### config.mk
export PLATFORM = sky130hd
export DESIGN_NAME = fire_expand_top
export DESIGN_NICKNAME = d
export VERILOG_FILES = /design/src/fire_expand_data_pkg.sv /design/src/fire_expand_ctrl_pkg.sv /design/src/expand_ctrl.sv /design/src/expand_weight_rom.sv /design/src/mac_array.sv /design/src/bias_relu_quant.sv /design/src/wb_cfg_slave.sv /design/src/fire_expand_top.sv
export VERILOG_INCLUDE_DIRS = /design/src
export SDC_FILE = /design/constraint.sdc
export NUM_CORES = 2
export LEC_CHECK = 0
export ABC_AREA = 1
export BUFFER_PORTS_ARGS = -buffer_cell sky130_fd_sc_hd__buf_2
export CORE_MARGIN = 4
export CORE_UTILIZATION = 30
export CTS_CLUSTER_SIZE = 14
export DETAILED_ROUTE_END_ITERATION = 10
export PLACE_DENSITY = 0.49
export SYNTH_ARGS = -nofsm -noshare
export SYNTH_HDL_FRONTEND = slang
export SYNTH_SLANG_ARGS = --single-unit
### constraint.sdc
create_clock -name clk -period 10.4 [get_ports clk]
set_input_delay 1.04 -clock clk [delete_from_list [all_inputs] [get_ports clk]]
set_output_delay 1.04 -clock clk [all_outputs]
set_load 0.005 [all_outputs]
### src/fire_expand_defines.svh
// Global sizes, quantization and register map of the fire expand 1x1 engine
`ifndef FIRE_EXPAND_DEFINES_SVH
`define FIRE_EXPAND_DEFINES_SVH

// Input channels, also the beats per pixel
`define EXP_CHIN 4
// Output channels, one MAC lane each
`define EXP_CHOUT 4

// Pixel, weight and output lane width
`define EXP_DW 16
// Accumulator and bias width
`define EXP_AW 32
// Fraction bits dropped on requantization
`define EXP_QSHIFT 14

// Largest layer size in pixels
`define EXP_MAXPIX 4096

// Wishbone word addresses
`define EXP_REG_CTRL 2'd0
`define EXP_REG_NPIX 2'd1
`define EXP_REG_STATUS 2'd2

`endif

### src/fire_expand_data_pkg.sv
// Datapath vector types for pixels, weights, accumulators and counters
`include "fire_expand_defines.svh"

package fire_expand_data_pkg;

	// One feature-map value, input or output
	typedef logic signed [`EXP_DW-1:0] pix_t;

	// One kernel weight, fraction in the low QSHIFT bits
	typedef logic signed [`EXP_DW-1:0] weight_t;

	// Accumulator, same scale as the bias
	typedef logic signed [`EXP_AW-1:0] acc_t;

	// ROM address, the input channel of the beat
	typedef logic [$clog2(`EXP_CHIN)-1:0] chan_idx_t;

	// Pixel counter
	// One extra bit so MAXPIX itself fits
	typedef logic [$clog2(`EXP_MAXPIX):0] pix_cnt_t;

endpackage

### src/fire_expand_ctrl_pkg.sv
// Control types shared by the register slave and the sequencer

package fire_expand_ctrl_pkg;

	// Layer select
	// 0 picks fire2, 1 picks fire3
	typedef logic layer_t;

	// Sequencer states
	typedef enum logic [1:0] {
		// Waiting for start
		IDLE,
		// Accepting pixel beats
		RUN,
		// Last pixel still in the MAC pipeline
		DRAIN,
		// Layer finished, done shown in STATUS
		DONE
	} ctrl_state_t;

endpackage

### src/expand_ctrl.sv
// Sequencer that counts beats and pixels, feeds the MAC pipeline and flags layer end
`timescale 1ns/1ps
`include "fire_expand_defines.svh"

module expand_ctrl import fire_expand_data_pkg::*, fire_expand_ctrl_pkg::*; (
	input  logic      clk,
	input  logic      rst_gen,
	input  logic      start_i,
	input  layer_t    layer_i,
	input  pix_cnt_t  npix_i,
	input  pix_t      pix_i,
	input  logic      pix_valid_i,
	output logic      pix_ready_o,
	output chan_idx_t rom_chan_o,
	output layer_t    rom_layer_o,
	output pix_t      mac_pix_o,
	output logic      mac_en_o,
	output logic      mac_first_o,
	output logic      mac_last_o,
	output logic      busy_o,
	output logic      done_o
);

	// Cycles spent in DRAIN, matches the output latency
	localparam int DRAIN_CYC = 3;

	ctrl_state_t state;
	chan_idx_t   chan_cnt;
	pix_cnt_t    pix_cnt;
	pix_cnt_t    npix_q;
	layer_t      layer_q;
	logic [1:0]  drain_cnt;
	logic        beat;
	logic        last_beat;
	logic        last_q;

	// Ready until all pixels of the layer are taken
	assign pix_ready_o = (state == RUN) && (pix_cnt != npix_q);
	assign beat        = pix_valid_i && pix_ready_o;
	assign last_beat   = beat && (chan_cnt == chan_idx_t'(`EXP_CHIN - 1));

	// ROM follows the channel of the beat on the bus
	assign rom_chan_o  = chan_cnt;
	assign rom_layer_o = layer_q;

	assign busy_o = (state == RUN) || (state == DRAIN);
	assign done_o = (state == DONE);

	////////////////////////////////////////////////////////////
	// State and counters
	////////////////////////////////////////////////////////////
	always_ff @(posedge clk) begin
		if (rst_gen) begin
			state     <= IDLE;
			chan_cnt  <= '0;
			pix_cnt   <= '0;
			npix_q    <= '0;
			layer_q   <= '0;
			drain_cnt <= '0;
		end else begin
			case (state)
				IDLE, DONE: begin
					// Config is frozen for the whole layer
					if (start_i) begin
						state    <= RUN;
						layer_q  <= layer_i;
						npix_q   <= npix_i;
						chan_cnt <= '0;
						pix_cnt  <= '0;
					end
				end
				RUN: begin
					if (last_beat)
						chan_cnt <= '0;
					else if (beat)
						chan_cnt <= chan_cnt + 1'b1;
					if (last_beat)
						pix_cnt <= pix_cnt + 1'b1;
					// Final beat taken, or empty layer
					if ((last_beat && (pix_cnt == npix_q - 1'b1)) || (pix_cnt == npix_q)) begin
						state     <= DRAIN;
						drain_cnt <= '0;
					end
				end
				DRAIN: begin
					if (drain_cnt == 2'(DRAIN_CYC - 1))
						state <= DONE;
					else
						drain_cnt <= drain_cnt + 1'b1;
				end
				default: state <= IDLE;
			endcase
		end
	end

	////////////////////////////////////////////////////////////
	// MAC stage, one cycle behind acceptance
	////////////////////////////////////////////////////////////
	always_ff @(posedge clk) begin
		if (rst_gen) begin
			mac_en_o    <= 1'b0;
			mac_first_o <= 1'b0;
			last_q      <= 1'b0;
			mac_last_o  <= 1'b0;
		end else begin
			mac_en_o    <= beat;
			mac_first_o <= beat && (chan_cnt == '0);
			last_q      <= last_beat;
			// Extra stage so the sums are settled at capture
			mac_last_o  <= last_q;
		end
	end

	always_ff @(posedge clk) begin
		if (beat)
			mac_pix_o <= pix_i;
	end

	// No ready outside RUN, also covers DRAIN and DONE
	a_ready_run: assert property (@(posedge clk) disable iff (rst_gen)
		pix_ready_o |-> (state == RUN));

	// Last capture strobe lands before DRAIN runs out
	a_last_busy: assert property (@(posedge clk) disable iff (rst_gen)
		mac_last_o |-> busy_o);

endmodule

### src/expand_weight_rom.sv
// Constant weight and bias tables of the fire2 and fire3 expand layers
`timescale 1ns/1ps
`include "fire_expand_defines.svh"

module expand_weight_rom import fire_expand_data_pkg::*, fire_expand_ctrl_pkg::*; (
	input  layer_t                   layer_i,
	input  chan_idx_t                chan_i,
	output weight_t [`EXP_CHOUT-1:0] weights_o,
	output acc_t    [`EXP_CHOUT-1:0] bias_o
);

	// Weights in Q14, 16384 is 1.0
	// Each row lists lane 3 down to lane 0
	always_comb begin
		case ({layer_i, chan_i})
			// fire2
			3'b0_00: weights_o = {16'sd16384, 16'sd2048, -16'sd4096, 16'sd8192};
			3'b0_01: weights_o = {16'sd1024, -16'sd8192, 16'sd8192, 16'sd4096};
			3'b0_10: weights_o = {-16'sd4096, 16'sd12288, 16'sd4096, -16'sd2048};
			3'b0_11: weights_o = {16'sd8192, 16'sd4096, -16'sd1024, 16'sd1024};
			// fire3
			3'b1_00: weights_o = {-16'sd2048, 16'sd4096, 16'sd2048, -16'sd8192};
			3'b1_01: weights_o = {16'sd8192, 16'sd1024, -16'sd4096, 16'sd12288};
			3'b1_10: weights_o = {16'sd4096, -16'sd2048, 16'sd16384, 16'sd2048};
			3'b1_11: weights_o = {-16'sd1024, 16'sd8192, 16'sd1024, -16'sd4096};
			default: weights_o = '0;
		endcase
	end

	// Bias on the accumulator scale
	// Only the layer matters here
	always_comb begin
		case (layer_i)
			1'b0:    bias_o = {32'sd0, 32'sd16384, -32'sd32768, 32'sd65536};
			1'b1:    bias_o = {32'sd49152, 32'sd0, 32'sd131072, -32'sd16384};
			default: bias_o = '0;
		endcase
	end

endmodule

### src/mac_array.sv
// Bank of multiply-accumulate lanes, one per output channel
`timescale 1ns/1ps
`include "fire_expand_defines.svh"

module mac_array import fire_expand_data_pkg::*; (
	input  logic                     clk,
	input  logic                     rst_gen,
	input  logic                     en_i,
	input  logic                     first_i,
	input  pix_t                     pix_i,
	input  weight_t [`EXP_CHOUT-1:0] weights_i,
	output acc_t    [`EXP_CHOUT-1:0] acc_o
);

	weight_t [`EXP_CHOUT-1:0] weights_q;
	acc_t    [`EXP_CHOUT-1:0] prod;

	// Weights of the accepted beat
	// Lines up with the pixel registered by the sequencer
	always_ff @(posedge clk) begin
		weights_q <= weights_i;
	end

	// Full 16x16 signed product fits the accumulator
	always_comb begin
		for (int i = 0; i < `EXP_CHOUT; i++)
			prod[i] = acc_t'(pix_i) * acc_t'(weights_q[i]);
	end

	////////////////////////////////////////////////////////////
	// Accumulate lanes
	////////////////////////////////////////////////////////////
	always_ff @(posedge clk) begin
		if (rst_gen) begin
			acc_o <= '0;
		end else if (en_i) begin
			for (int i = 0; i < `EXP_CHOUT; i++) begin
				// Load on channel 0 so pixels run back to back
				if (first_i)
					acc_o[i] <= prod[i];
				else
					acc_o[i] <= acc_o[i] + prod[i];
			end
		end
	end

	a_first_en: assert property (@(posedge clk) disable iff (rst_gen)
		first_i |-> en_i);

endmodule

### src/bias_relu_quant.sv
// Bias add, ReLU and requantization of the MAC sums into the output vector
`timescale 1ns/1ps
`include "fire_expand_defines.svh"

module bias_relu_quant import fire_expand_data_pkg::*, fire_expand_ctrl_pkg::*; (
	input  logic                  clk,
	input  logic                  rst_gen,
	input  logic                  capture_i,
	input  layer_t                layer_i,
	input  acc_t [`EXP_CHOUT-1:0] acc_i,
	input  acc_t [`EXP_CHOUT-1:0] bias_i,
	output pix_t [`EXP_CHOUT-1:0] ofm_o,
	output logic                  ofm_valid_o
);

	acc_t [`EXP_CHOUT-1:0] sum;

	always_comb begin
		for (int i = 0; i < `EXP_CHOUT; i++)
			sum[i] = acc_i[i] + bias_i[i];
	end

	////////////////////////////////////////////////////////////
	// Output register
	////////////////////////////////////////////////////////////
	always_ff @(posedge clk) begin
		if (capture_i) begin
			for (int i = 0; i < `EXP_CHOUT; i++) begin
				// ReLU
				if (sum[i][`EXP_AW-1])
					ofm_o[i] <= '0;
				// Keep 15 bits above the fraction, sign forced to 0
				else
					ofm_o[i] <= {1'b0, sum[i][`EXP_QSHIFT+`EXP_DW-2:`EXP_QSHIFT]};
			end
		end
	end

	// One pulse per pixel
	always_ff @(posedge clk) begin
		if (rst_gen)
			ofm_valid_o <= 1'b0;
		else
			ofm_valid_o <= capture_i;
	end

	// Bias must belong to the running layer
	a_layer_stable: assert property (@(posedge clk) disable iff (rst_gen)
		capture_i |-> $stable(layer_i));

endmodule

### src/wb_cfg_slave.sv
// Wishbone classic register slave for start, layer select, pixel count and status
`timescale 1ns/1ps
`include "fire_expand_defines.svh"

module wb_cfg_slave import fire_expand_data_pkg::*, fire_expand_ctrl_pkg::*; (
	input  logic        clk,
	input  logic        rst_gen,
	input  logic        wb_cyc_i,
	input  logic        wb_stb_i,
	input  logic        wb_we_i,
	input  logic [1:0]  wb_adr_i,
	input  logic [31:0] wb_dat_i,
	output logic [31:0] wb_dat_o,
	output logic        wb_ack_o,
	output logic        start_o,
	output layer_t      layer_o,
	output pix_cnt_t    npix_o,
	input  logic        busy_i,
	input  logic        done_i
);

	logic req;

	// New request, not yet acked
	assign req = wb_cyc_i && wb_stb_i && !wb_ack_o;

	always_ff @(posedge clk) begin
		if (rst_gen) begin
			wb_ack_o <= 1'b0;
			start_o  <= 1'b0;
			layer_o  <= '0;
			npix_o   <= '0;
			wb_dat_o <= '0;
		end else begin
			wb_ack_o <= req;
			// Start lasts one cycle
			start_o  <= 1'b0;
			if (req && wb_we_i) begin
				case (wb_adr_i)
					`EXP_REG_CTRL: begin
						layer_o <= wb_dat_i[1];
						// Dropped while a layer runs
						start_o <= wb_dat_i[0] && !busy_i;
					end
					`EXP_REG_NPIX: npix_o <= wb_dat_i[$bits(pix_cnt_t)-1:0];
					default: ;
				endcase
			end
			if (req && !wb_we_i) begin
				case (wb_adr_i)
					`EXP_REG_CTRL:   wb_dat_o <= {30'd0, layer_o, 1'b0};
					`EXP_REG_NPIX:   wb_dat_o <= 32'(npix_o);
					`EXP_REG_STATUS: wb_dat_o <= {30'd0, done_i, busy_i};
					default:         wb_dat_o <= '0;
				endcase
			end
		end
	end

	// Master keeps the strobe up until it sees the ack
	a_ack_in_cycle: assert property (@(posedge clk) disable iff (rst_gen)
		wb_ack_o |-> (wb_cyc_i && wb_stb_i));

endmodule

### src/fire_expand_top.sv
// Fire expand 1x1 engine with Wishbone config, pixel stream in and output vector
`timescale 1ns/1ps
`include "fire_expand_defines.svh"

module fire_expand_top import fire_expand_data_pkg::*, fire_expand_ctrl_pkg::*; (
	input  logic                  clk,
	input  logic                  rst_gen,
	input  logic                  wb_cyc_i,
	input  logic                  wb_stb_i,
	input  logic                  wb_we_i,
	input  logic [1:0]            wb_adr_i,
	input  logic [31:0]           wb_dat_i,
	output logic [31:0]           wb_dat_o,
	output logic                  wb_ack_o,
	input  pix_t                  pix_i,
	input  logic                  pix_valid_i,
	output logic                  pix_ready_o,
	output pix_t [`EXP_CHOUT-1:0] ofm_o,
	output logic                  ofm_valid_o
);

	// Config and status
	logic     start;
	layer_t   layer;
	pix_cnt_t npix;
	logic     busy;
	logic     done;

	// ROM lookup
	chan_idx_t                rom_chan;
	layer_t                   rom_layer;
	weight_t [`EXP_CHOUT-1:0] weights;
	acc_t    [`EXP_CHOUT-1:0] bias;

	// MAC stage
	pix_t                  mac_pix;
	logic                  mac_en;
	logic                  mac_first;
	logic                  mac_last;
	acc_t [`EXP_CHOUT-1:0] acc;

	wb_cfg_slave u_wb_cfg_slave (
		.clk(clk), .rst_gen(rst_gen),
		.wb_cyc_i(wb_cyc_i), .wb_stb_i(wb_stb_i), .wb_we_i(wb_we_i),
		.wb_adr_i(wb_adr_i), .wb_dat_i(wb_dat_i), .wb_dat_o(wb_dat_o), .wb_ack_o(wb_ack_o),
		.start_o(start), .layer_o(layer), .npix_o(npix), .busy_i(busy), .done_i(done)
	);

	expand_ctrl u_expand_ctrl (
		.clk(clk), .rst_gen(rst_gen), .start_i(start), .layer_i(layer), .npix_i(npix),
		.pix_i(pix_i), .pix_valid_i(pix_valid_i), .pix_ready_o(pix_ready_o),
		.rom_chan_o(rom_chan), .rom_layer_o(rom_layer), .mac_pix_o(mac_pix),
		.mac_en_o(mac_en), .mac_first_o(mac_first), .mac_last_o(mac_last),
		.busy_o(busy), .done_o(done)
	);

	expand_weight_rom u_expand_weight_rom (
		.layer_i(rom_layer), .chan_i(rom_chan), .weights_o(weights), .bias_o(bias)
	);

	mac_array u_mac_array (
		.clk(clk), .rst_gen(rst_gen), .en_i(mac_en), .first_i(mac_first),
		.pix_i(mac_pix), .weights_i(weights), .acc_o(acc)
	);

	bias_relu_quant u_bias_relu_quant (
		.clk(clk), .rst_gen(rst_gen), .capture_i(mac_last), .layer_i(rom_layer),
		.acc_i(acc), .bias_i(bias), .ofm_o(ofm_o), .ofm_valid_o(ofm_valid_o)
	);

endmodule

After elaboration in Yosys (flattened, before gate mapping)
Memory sizes are Yosys's and may differ from the RTL's. A register that Yosys moved wholly into a read port is not among the register bits.
Cells that the tools add are included.
{"block": "totals", "wordCells": 118, "register_bits": 358, "output_inout_bits": 99, "latch_bits": 0, "rom_bits": 192, "mem_count": 1, "mem_bits_rw": 0}
{"block": "op_classes", "add_sub_neg": 12, "multipliers": 4, "shifts": 0, "n_reduce_logical": 29, "n_eq_ne": 16, "order_cmp": 0, "n_div": 0, "n_mux": 20, "bitwise": 3}
{"name": "(no name shown)", "words": 8, "width": 24, "rd": 1, "rd_ports_with_merged_regs": 1, "write_ports": 0, "line": "expand_weight_rom.sv:15", "rtl": "case ({layer_i, chan_i})"}
{"op": "$add 32x32->32", "count": 8}
{"op": "$pmux 128 s2", "count": 1}
{"op": "$mul 16x16->32", "count": 4}
{"op": "$mux 32", "count": 4}
{"op": "$pmux 13 s3", "count": 1}
{"op": "$eq 13x13->1", "count": 2}
{"op": "$mux 13", "count": 2}
{"op": "$pmux 13 s2", "count": 1}
{"op": "$mux 2", "count": 8}
{"op": "$add 13x1->13 const B", "count": 1}
{"op": "$ne 13x13->1", "count": 1}
{"op": "$sub 13x1->13 const B", "count": 1}
{"op": "$reduce_and 3->1", "count": 4}
{"op": "$eq 2x2->1 const B", "count": 5}
{"op": "$logic_and 1x1->1", "count": 10}
{"op": "$ne 2x2->1 const B", "count": 4}
{"op": "$pmux 2 s2", "count": 2}
{"op": "$logic_not 2->1", "count": 3}
{"op": "$pmux 2 s3", "count": 1}
{"op": "$reduce_and 2->1", "count": 3}
{"op": "$add 2x1->2 const B", "count": 2}
{"op": "$eq 2x1->1 const B", "count": 2}
{"op": "$reduce_bool 2->1", "count": 2}
{"op": "$logic_not 1->1", "count": 3}
{"op": "6 further kinds", "count": 9}

Longest topological paths before layout
{"block": "logic_depth", "depth_word": 8, "depth_mapped": 39, "depth_no_buf": 37}

By module
A second synthesis with hierarchy kept.
{"block": "hier_totals", "hier_cells": 11599, "hier_area_um2": 76649.8}
{"module": "mac_array", "seq_area_each_um2": 3843.7, "n_inst": 1, "area_per_inst_um2": 59425.7, "cells_each": 8650}
{"module": "bias_relu_quant", "seq_area_each_um2": 1821.7, "n_inst": 1, "area_per_inst_um2": 11308.3, "cells_each": 2096}
{"module": "expand_ctrl", "seq_area_each_um2": 1221.2, "n_inst": 1, "area_per_inst_um2": 2890.3, "cells_each": 405}
{"module": "expand_weight_rom", "seq_area_each_um2": 0.0, "n_inst": 1, "area_per_inst_um2": 1566.5, "cells_each": 227}
{"module": "wb_cfg_slave", "seq_area_each_um2": 580.6, "n_inst": 1, "area_per_inst_um2": 1458.9, "cells_each": 221}

Worst setup path after synthesis
No wires, ideal clock.
{"block": "synth_path", "kind": "flip-flop to flip-flop", "from": "reg, netlist name u_mac_array.weights_q[15]", "to": "reg u_mac_array.acc_o[127] (netlist bit)", "arrival_ps": 6319, "path_stages_with_launch": 33, "synth_period_minus_slack_ps": 6428, "slack_ps": 3972, "path_cell_list": "dfxtp_1 > clkbuf_1 > inv_1 > clkbuf_1 > nor2_1 > fa_1 > fa_1 > inv_1 > fa_1 > inv_1 > ha_1 > ha_1 > ha_1 > ha_1 > fa_1 > nand3_1 > nand2_1 > a21boi_0 > nand3b_1 > nand3b_1 > and2_1 > ha_1 > nand2_1 > nor2_1 > nand3_1 > nor2_1 > nand2_1 > nand4_1 > nand3_1 > nand2_1 > nand3_1 > nand2_1 > inv_1"}
{"item": "to (signal, indexed assignment)", "line": "mac_array.sv:40", "rtl": "acc_o[i] <= prod[i];"}
{"item": "to (signal, indexed assignment)", "line": "mac_array.sv:42", "rtl": "acc_o[i] <= acc_o[i] + prod[i];"}
{"item": "to (decl)", "line": "mac_array.sv:12", "rtl": "output acc_t [`EXP_CHOUT-1:0] acc_o"}

Final worst setup path
{"block": "layout_path", "from": "reg u_expand_ctrl.mac_pix_o[1]", "to": "reg u_mac_array.acc_o[59] (netlist bit)"}
{"block": "layout_between", "elab_chain_len": 3}
{"item": "from (decl)", "line": "expand_ctrl.sv:16", "rtl": "output pix_t mac_pix_o,"}
{"item": "from (signal assigned)", "line": "expand_ctrl.sv:116", "rtl": "mac_pix_o <= pix_i;"}
{"item": "$mul 16x16->32 *", "line": "mac_array.sv:27", "rtl": "prod[i] = acc_t'(pix_i) * acc_t'(weights_q[i]);"}
{"item": "$add 32x32->32", "line": "mac_array.sv:42"}
{"item": "$mux 32 *", "line": "mac_array.sv:39", "rtl": "if (first_i)"}
Mark *: on every way between the ends. The rest lies on a longest branch, timed or not.
A chain may end at the register's enable or synchronous reset.

==> reports/results.ini <==
[status]
status = finished, final reports clean

[drt]
route.detailed.drc = 0
first_pass_iters = 5
drt-total-wl_mm = 91.2
final_antenna_net_count = 0
drt-initial-drc-count = 1352
viasPerCell = 4.68
num_vias = 28500
wl_per_cell_um = 15.0

[worst_hold_path]
min_to = u_expand_ctrl.mac_last_o
holdPathStages = 2
min_from = u_expand_ctrl.last_q
hp-class = reg2reg

[global_route]
grt_first_pass_wirelength_mm = 151
grt_max_degree = 67
grtUsageTotal = 0.160
grt.overflow.total = 0
antenna_found_initial = 2
grt_pass1_vias = 28300

[worst_setup_path]
crit_path_max_incr_delay_ns = 1.14
cp_data_arrival_time_ns = 7.99
crit_fanout = 23
worst_setup_path_start_kind = flip-flop
r2r_end = u_mac_array.acc_o[59]
cp.required_ns = 10.87
rrSetupSlack_ns = 2.89
crit_path_frequent_cell = nand2_1
r2r_cells = 33
end_kind = flip-flop
r2r_start = u_expand_ctrl.mac_pix_o[1]
critical_path_buf_inv_count = 5
cp_slowest_cell = edfxtp_1
cp_top_family = adder cells
worstSetupPathType = reg2reg

[synth]
synthDistinctLibCells = 51
syn_area_sq_um = 32800
synth_warnings = 0
avgSynthCellArea_sq_um = 7.12
seq_area_frac_synth = 0.177
synth_edf_count = 76
ys_ff_latch = 252
synthCells = 4613
ys_async_sr_fraction = 0
ys.flop_type = dfxtp_1

[floorplanning]
die_w_um = 339
core_sq_um = 109000
initial_core_util = 0.302
num_rows = 121
ios = 155
dieArea_sq_um = 115000
die_h_um = 339

[pwr]
irDropWorstVdd_mv = 0.101
power.density_nw_per_um2 = 119
p_leak_nw = 20.0

[placed_design]
gp_congestion = 0.883
placed_area_sq_um = 34700
io_buffer_count = 112
dp_hpwl_mm = 70.9

[sta]
fmax_ghz = 0.133
drv_slew = 0
fin_hold_ws_ns = 0.392
finalSetupTns_ns = 0
tightest_slew_ns = 1.18
hold_violations = 0
period_needed_ns = 7.51
post-route-period-util = 0.722
finalClockSkew_ns = 0.0311
rsz0062_at_grt = no
max_slew_margin = 0.212
setup-violations-final = 0

[clocking]
post_cts_resized = 0
clkSinkCount = 252
clock_latency_ns = 0.58
clk_pin_slew_ns = 0.06
htree_levels = 2
clock_path_buffers = 3
cts-root-buf = clkbuf_16
cts_hold_buf = 0
cts_tree = yes
post_cts_buffers = 0
cts_buffers = 36

[layout]
fin_area_sq_um = 35900
fillers = 11800
layout-drive-gt1-share = 0.0560
nets = 5397
syn_to_final_growth_pct = 9.19

[flow_run]
maxCapViolations = 0

## routing by layer
| metal | share of wire | track usage | up-vias |
|---|---|---|---|
| li1 | - | - | 14600 |
| met1 | 0.49 | 0.223 | 13300 |
| met2 | 0.45 | 0.264 | 464 |
| met3 | 0.041 | 0.0228 | 83 |
| met4 | 0.018 | 0.0329 | 2 |
| met5 | 0.00014 | 0 | - |
## registers in the layout, summed over array words and instances (netlist names)
register,flops
u_mac_array.acc_o,88
u_bias_relu_quant.ofm_o,60
u_mac_array.weights_q,21
u_expand_ctrl.mac_pix_o,16
u_expand_ctrl.npix_q,13
u_expand_ctrl.pix_cnt,13
u_wb_cfg_slave.npix_o,13
u_wb_cfg_slave.wb_dat_o,13
u_expand_ctrl.drain_cnt,2
u_expand_ctrl.rom_chan_o,2
u_expand_ctrl.state,2
u_bias_relu_quant.ofm_valid_o,1
u_expand_ctrl.last_q,1
u_expand_ctrl.mac_en_o,1
u_expand_ctrl.mac_first_o,1
u_expand_ctrl.mac_last_o,1
u_expand_ctrl.rom_layer_o,1
u_wb_cfg_slave.layer_o,1
u_wb_cfg_slave.start_o,1
u_wb_cfg_slave.wb_ack_o,1
## cell families after synthesis
group	after synthesis	share of synthesized area
buffers and inverters	1028	0.121
other	1	0.000114
xor gates and xnor gates	113	0.0306
and+or+nand+nor	1879	0.237
DFF	252	0.177
AOI/OAI and AO/OA	637	0.104
adders and majority gates	703	0.330
## area by class of cell
type | instances | area, sq um | share of cell area
Antenna cell | 1 | 2.50 | 0.0000698
Clock buffer | 45 | 1030 | 0.0287
Clock inverter | 19 | 138 | 0.00384
Inverter | 855 | 3210 | 0.0895
Multi-Input combinational cell | 3355 | 23100 | 0.645
Sequential cell | 252 | 5820 | 0.162
Tap cell | 1414 | 1770 | 0.0493
Timing Repair Buffer | 138 | 756 | 0.0211
## worst max-delay path by stage
stage	from	endpoint	cells past startpoint
after global routing	u_expand_ctrl.mac_pix_o[1]	u_mac_array.acc_o[59]	33
after global placement	u_expand_ctrl.mac_pix_o[1]	u_mac_array.acc_o[59]	33
after CTS	u_expand_ctrl.mac_pix_o[1]	u_mac_array.acc_o[59]	33
after detailed placement	u_expand_ctrl.mac_pix_o[1]	u_mac_array.acc_o[59]	33
after floorplan	u_mac_array.weights_q[15]	u_mac_array.acc_o[127]	32
final	u_expand_ctrl.mac_pix_o[1]	u_mac_array.acc_o[59]	33
## through the flow
step	total power [W]	setup WS, ns	cells	util
floorplan	0.00261	3.97	4635	-
global placement	0.00307	2.91	6014	0.319
detailed placement	0.00307	2.95	6014	0.319
CTS	0.00435	2.87	6078	0.330
global route	0.00470	2.20	6078	0.330
finish	0.00427	2.89	6079	0.330
## synth_stat cells, types with 3 or more instances
master / n / area, sq um
and2_1: 7 / 43.8
nor3b_1: 5 / 37.5
nand3b_1: 13 / 97.6
inv_1: 850 / 3190
edfxtp_1: 76 / 2280
inv_2: 4 / 15.0
or2_2: 35 / 219
dfxtp_1: 176 / 3520
nor2_1: 369 / 1390
nor3_1: 39 / 195
ha_1: 430 / 5380
a31oi_1: 30 / 188
nor2_2: 4 / 25.0
fa_1: 273 / 5470
nand3_1: 244 / 1220
a21oi_1: 326 / 1630
nand3_2: 3 / 30.0
xor2_1: 72 / 631
nand4_1: 52 / 325
a21boi_0: 5 / 37.5
buf_6: 4 / 45.0
nand2_2: 5 / 31.3
xnor2_1: 39 / 342
o211ai_1: 18 / 135
a21o_1: 17 / 128
buf_2: 4 / 20.0
o21a_1: 12 / 90.1
o21ai_0: 208 / 1040
nor4_1: 5 / 31.3
clkbuf_1: 126 / 473
buf_1: 16 / 60.1
o21bai_1: 9 / 67.6
nand2_1: 1094 / 4110
buf_4: 23 / 173
## worst reg2reg max path, delay by kind of cell, from the launching register on
family	cells	cell delay (ns)
buffers and inverters	5	0.27
AO/OA/AOI/OAI	2	0.56
adder cells (fa/ha/maj)	9	3.57
flip-flops	1	1.14
AND/OR/NAND/NOR	17	1.87
## placed cells by master (no fill, tap or decap), types with 35 or more instances in the layout
master / Yosys / final
nor2_1: 369 / 369
ha_1: 430 / 430
xnor2_1: 39 / 39
o21ai_0: 208 / 208
nand2_1: 1094 / 1094
nand3_1: 244 / 244
or2_2: 35 / 35
nor3_1: 39 / 39
edfxtp_1: 76 / 76
inv_1: 850 / 849
nand4_1: 52 / 52
dfxtp_1: 176 / 173
xor2_1: 72 / 72
clkbuf_16: 0 / 39
a21oi_1: 326 / 326
fa_1: 273 / 273
buf_2: 4 / 112
## report_power, final
group	switching [W]	total, W	leakage, nW	internal, W
clock	0.000521	0.00123	0.588	0.000711
sequential	0.0000518	0.00111	2.12	0.00106
combinational	0.00125	0.00193	17.3	0.000682
Note: power is estimated with default switching activity, not from simulation.
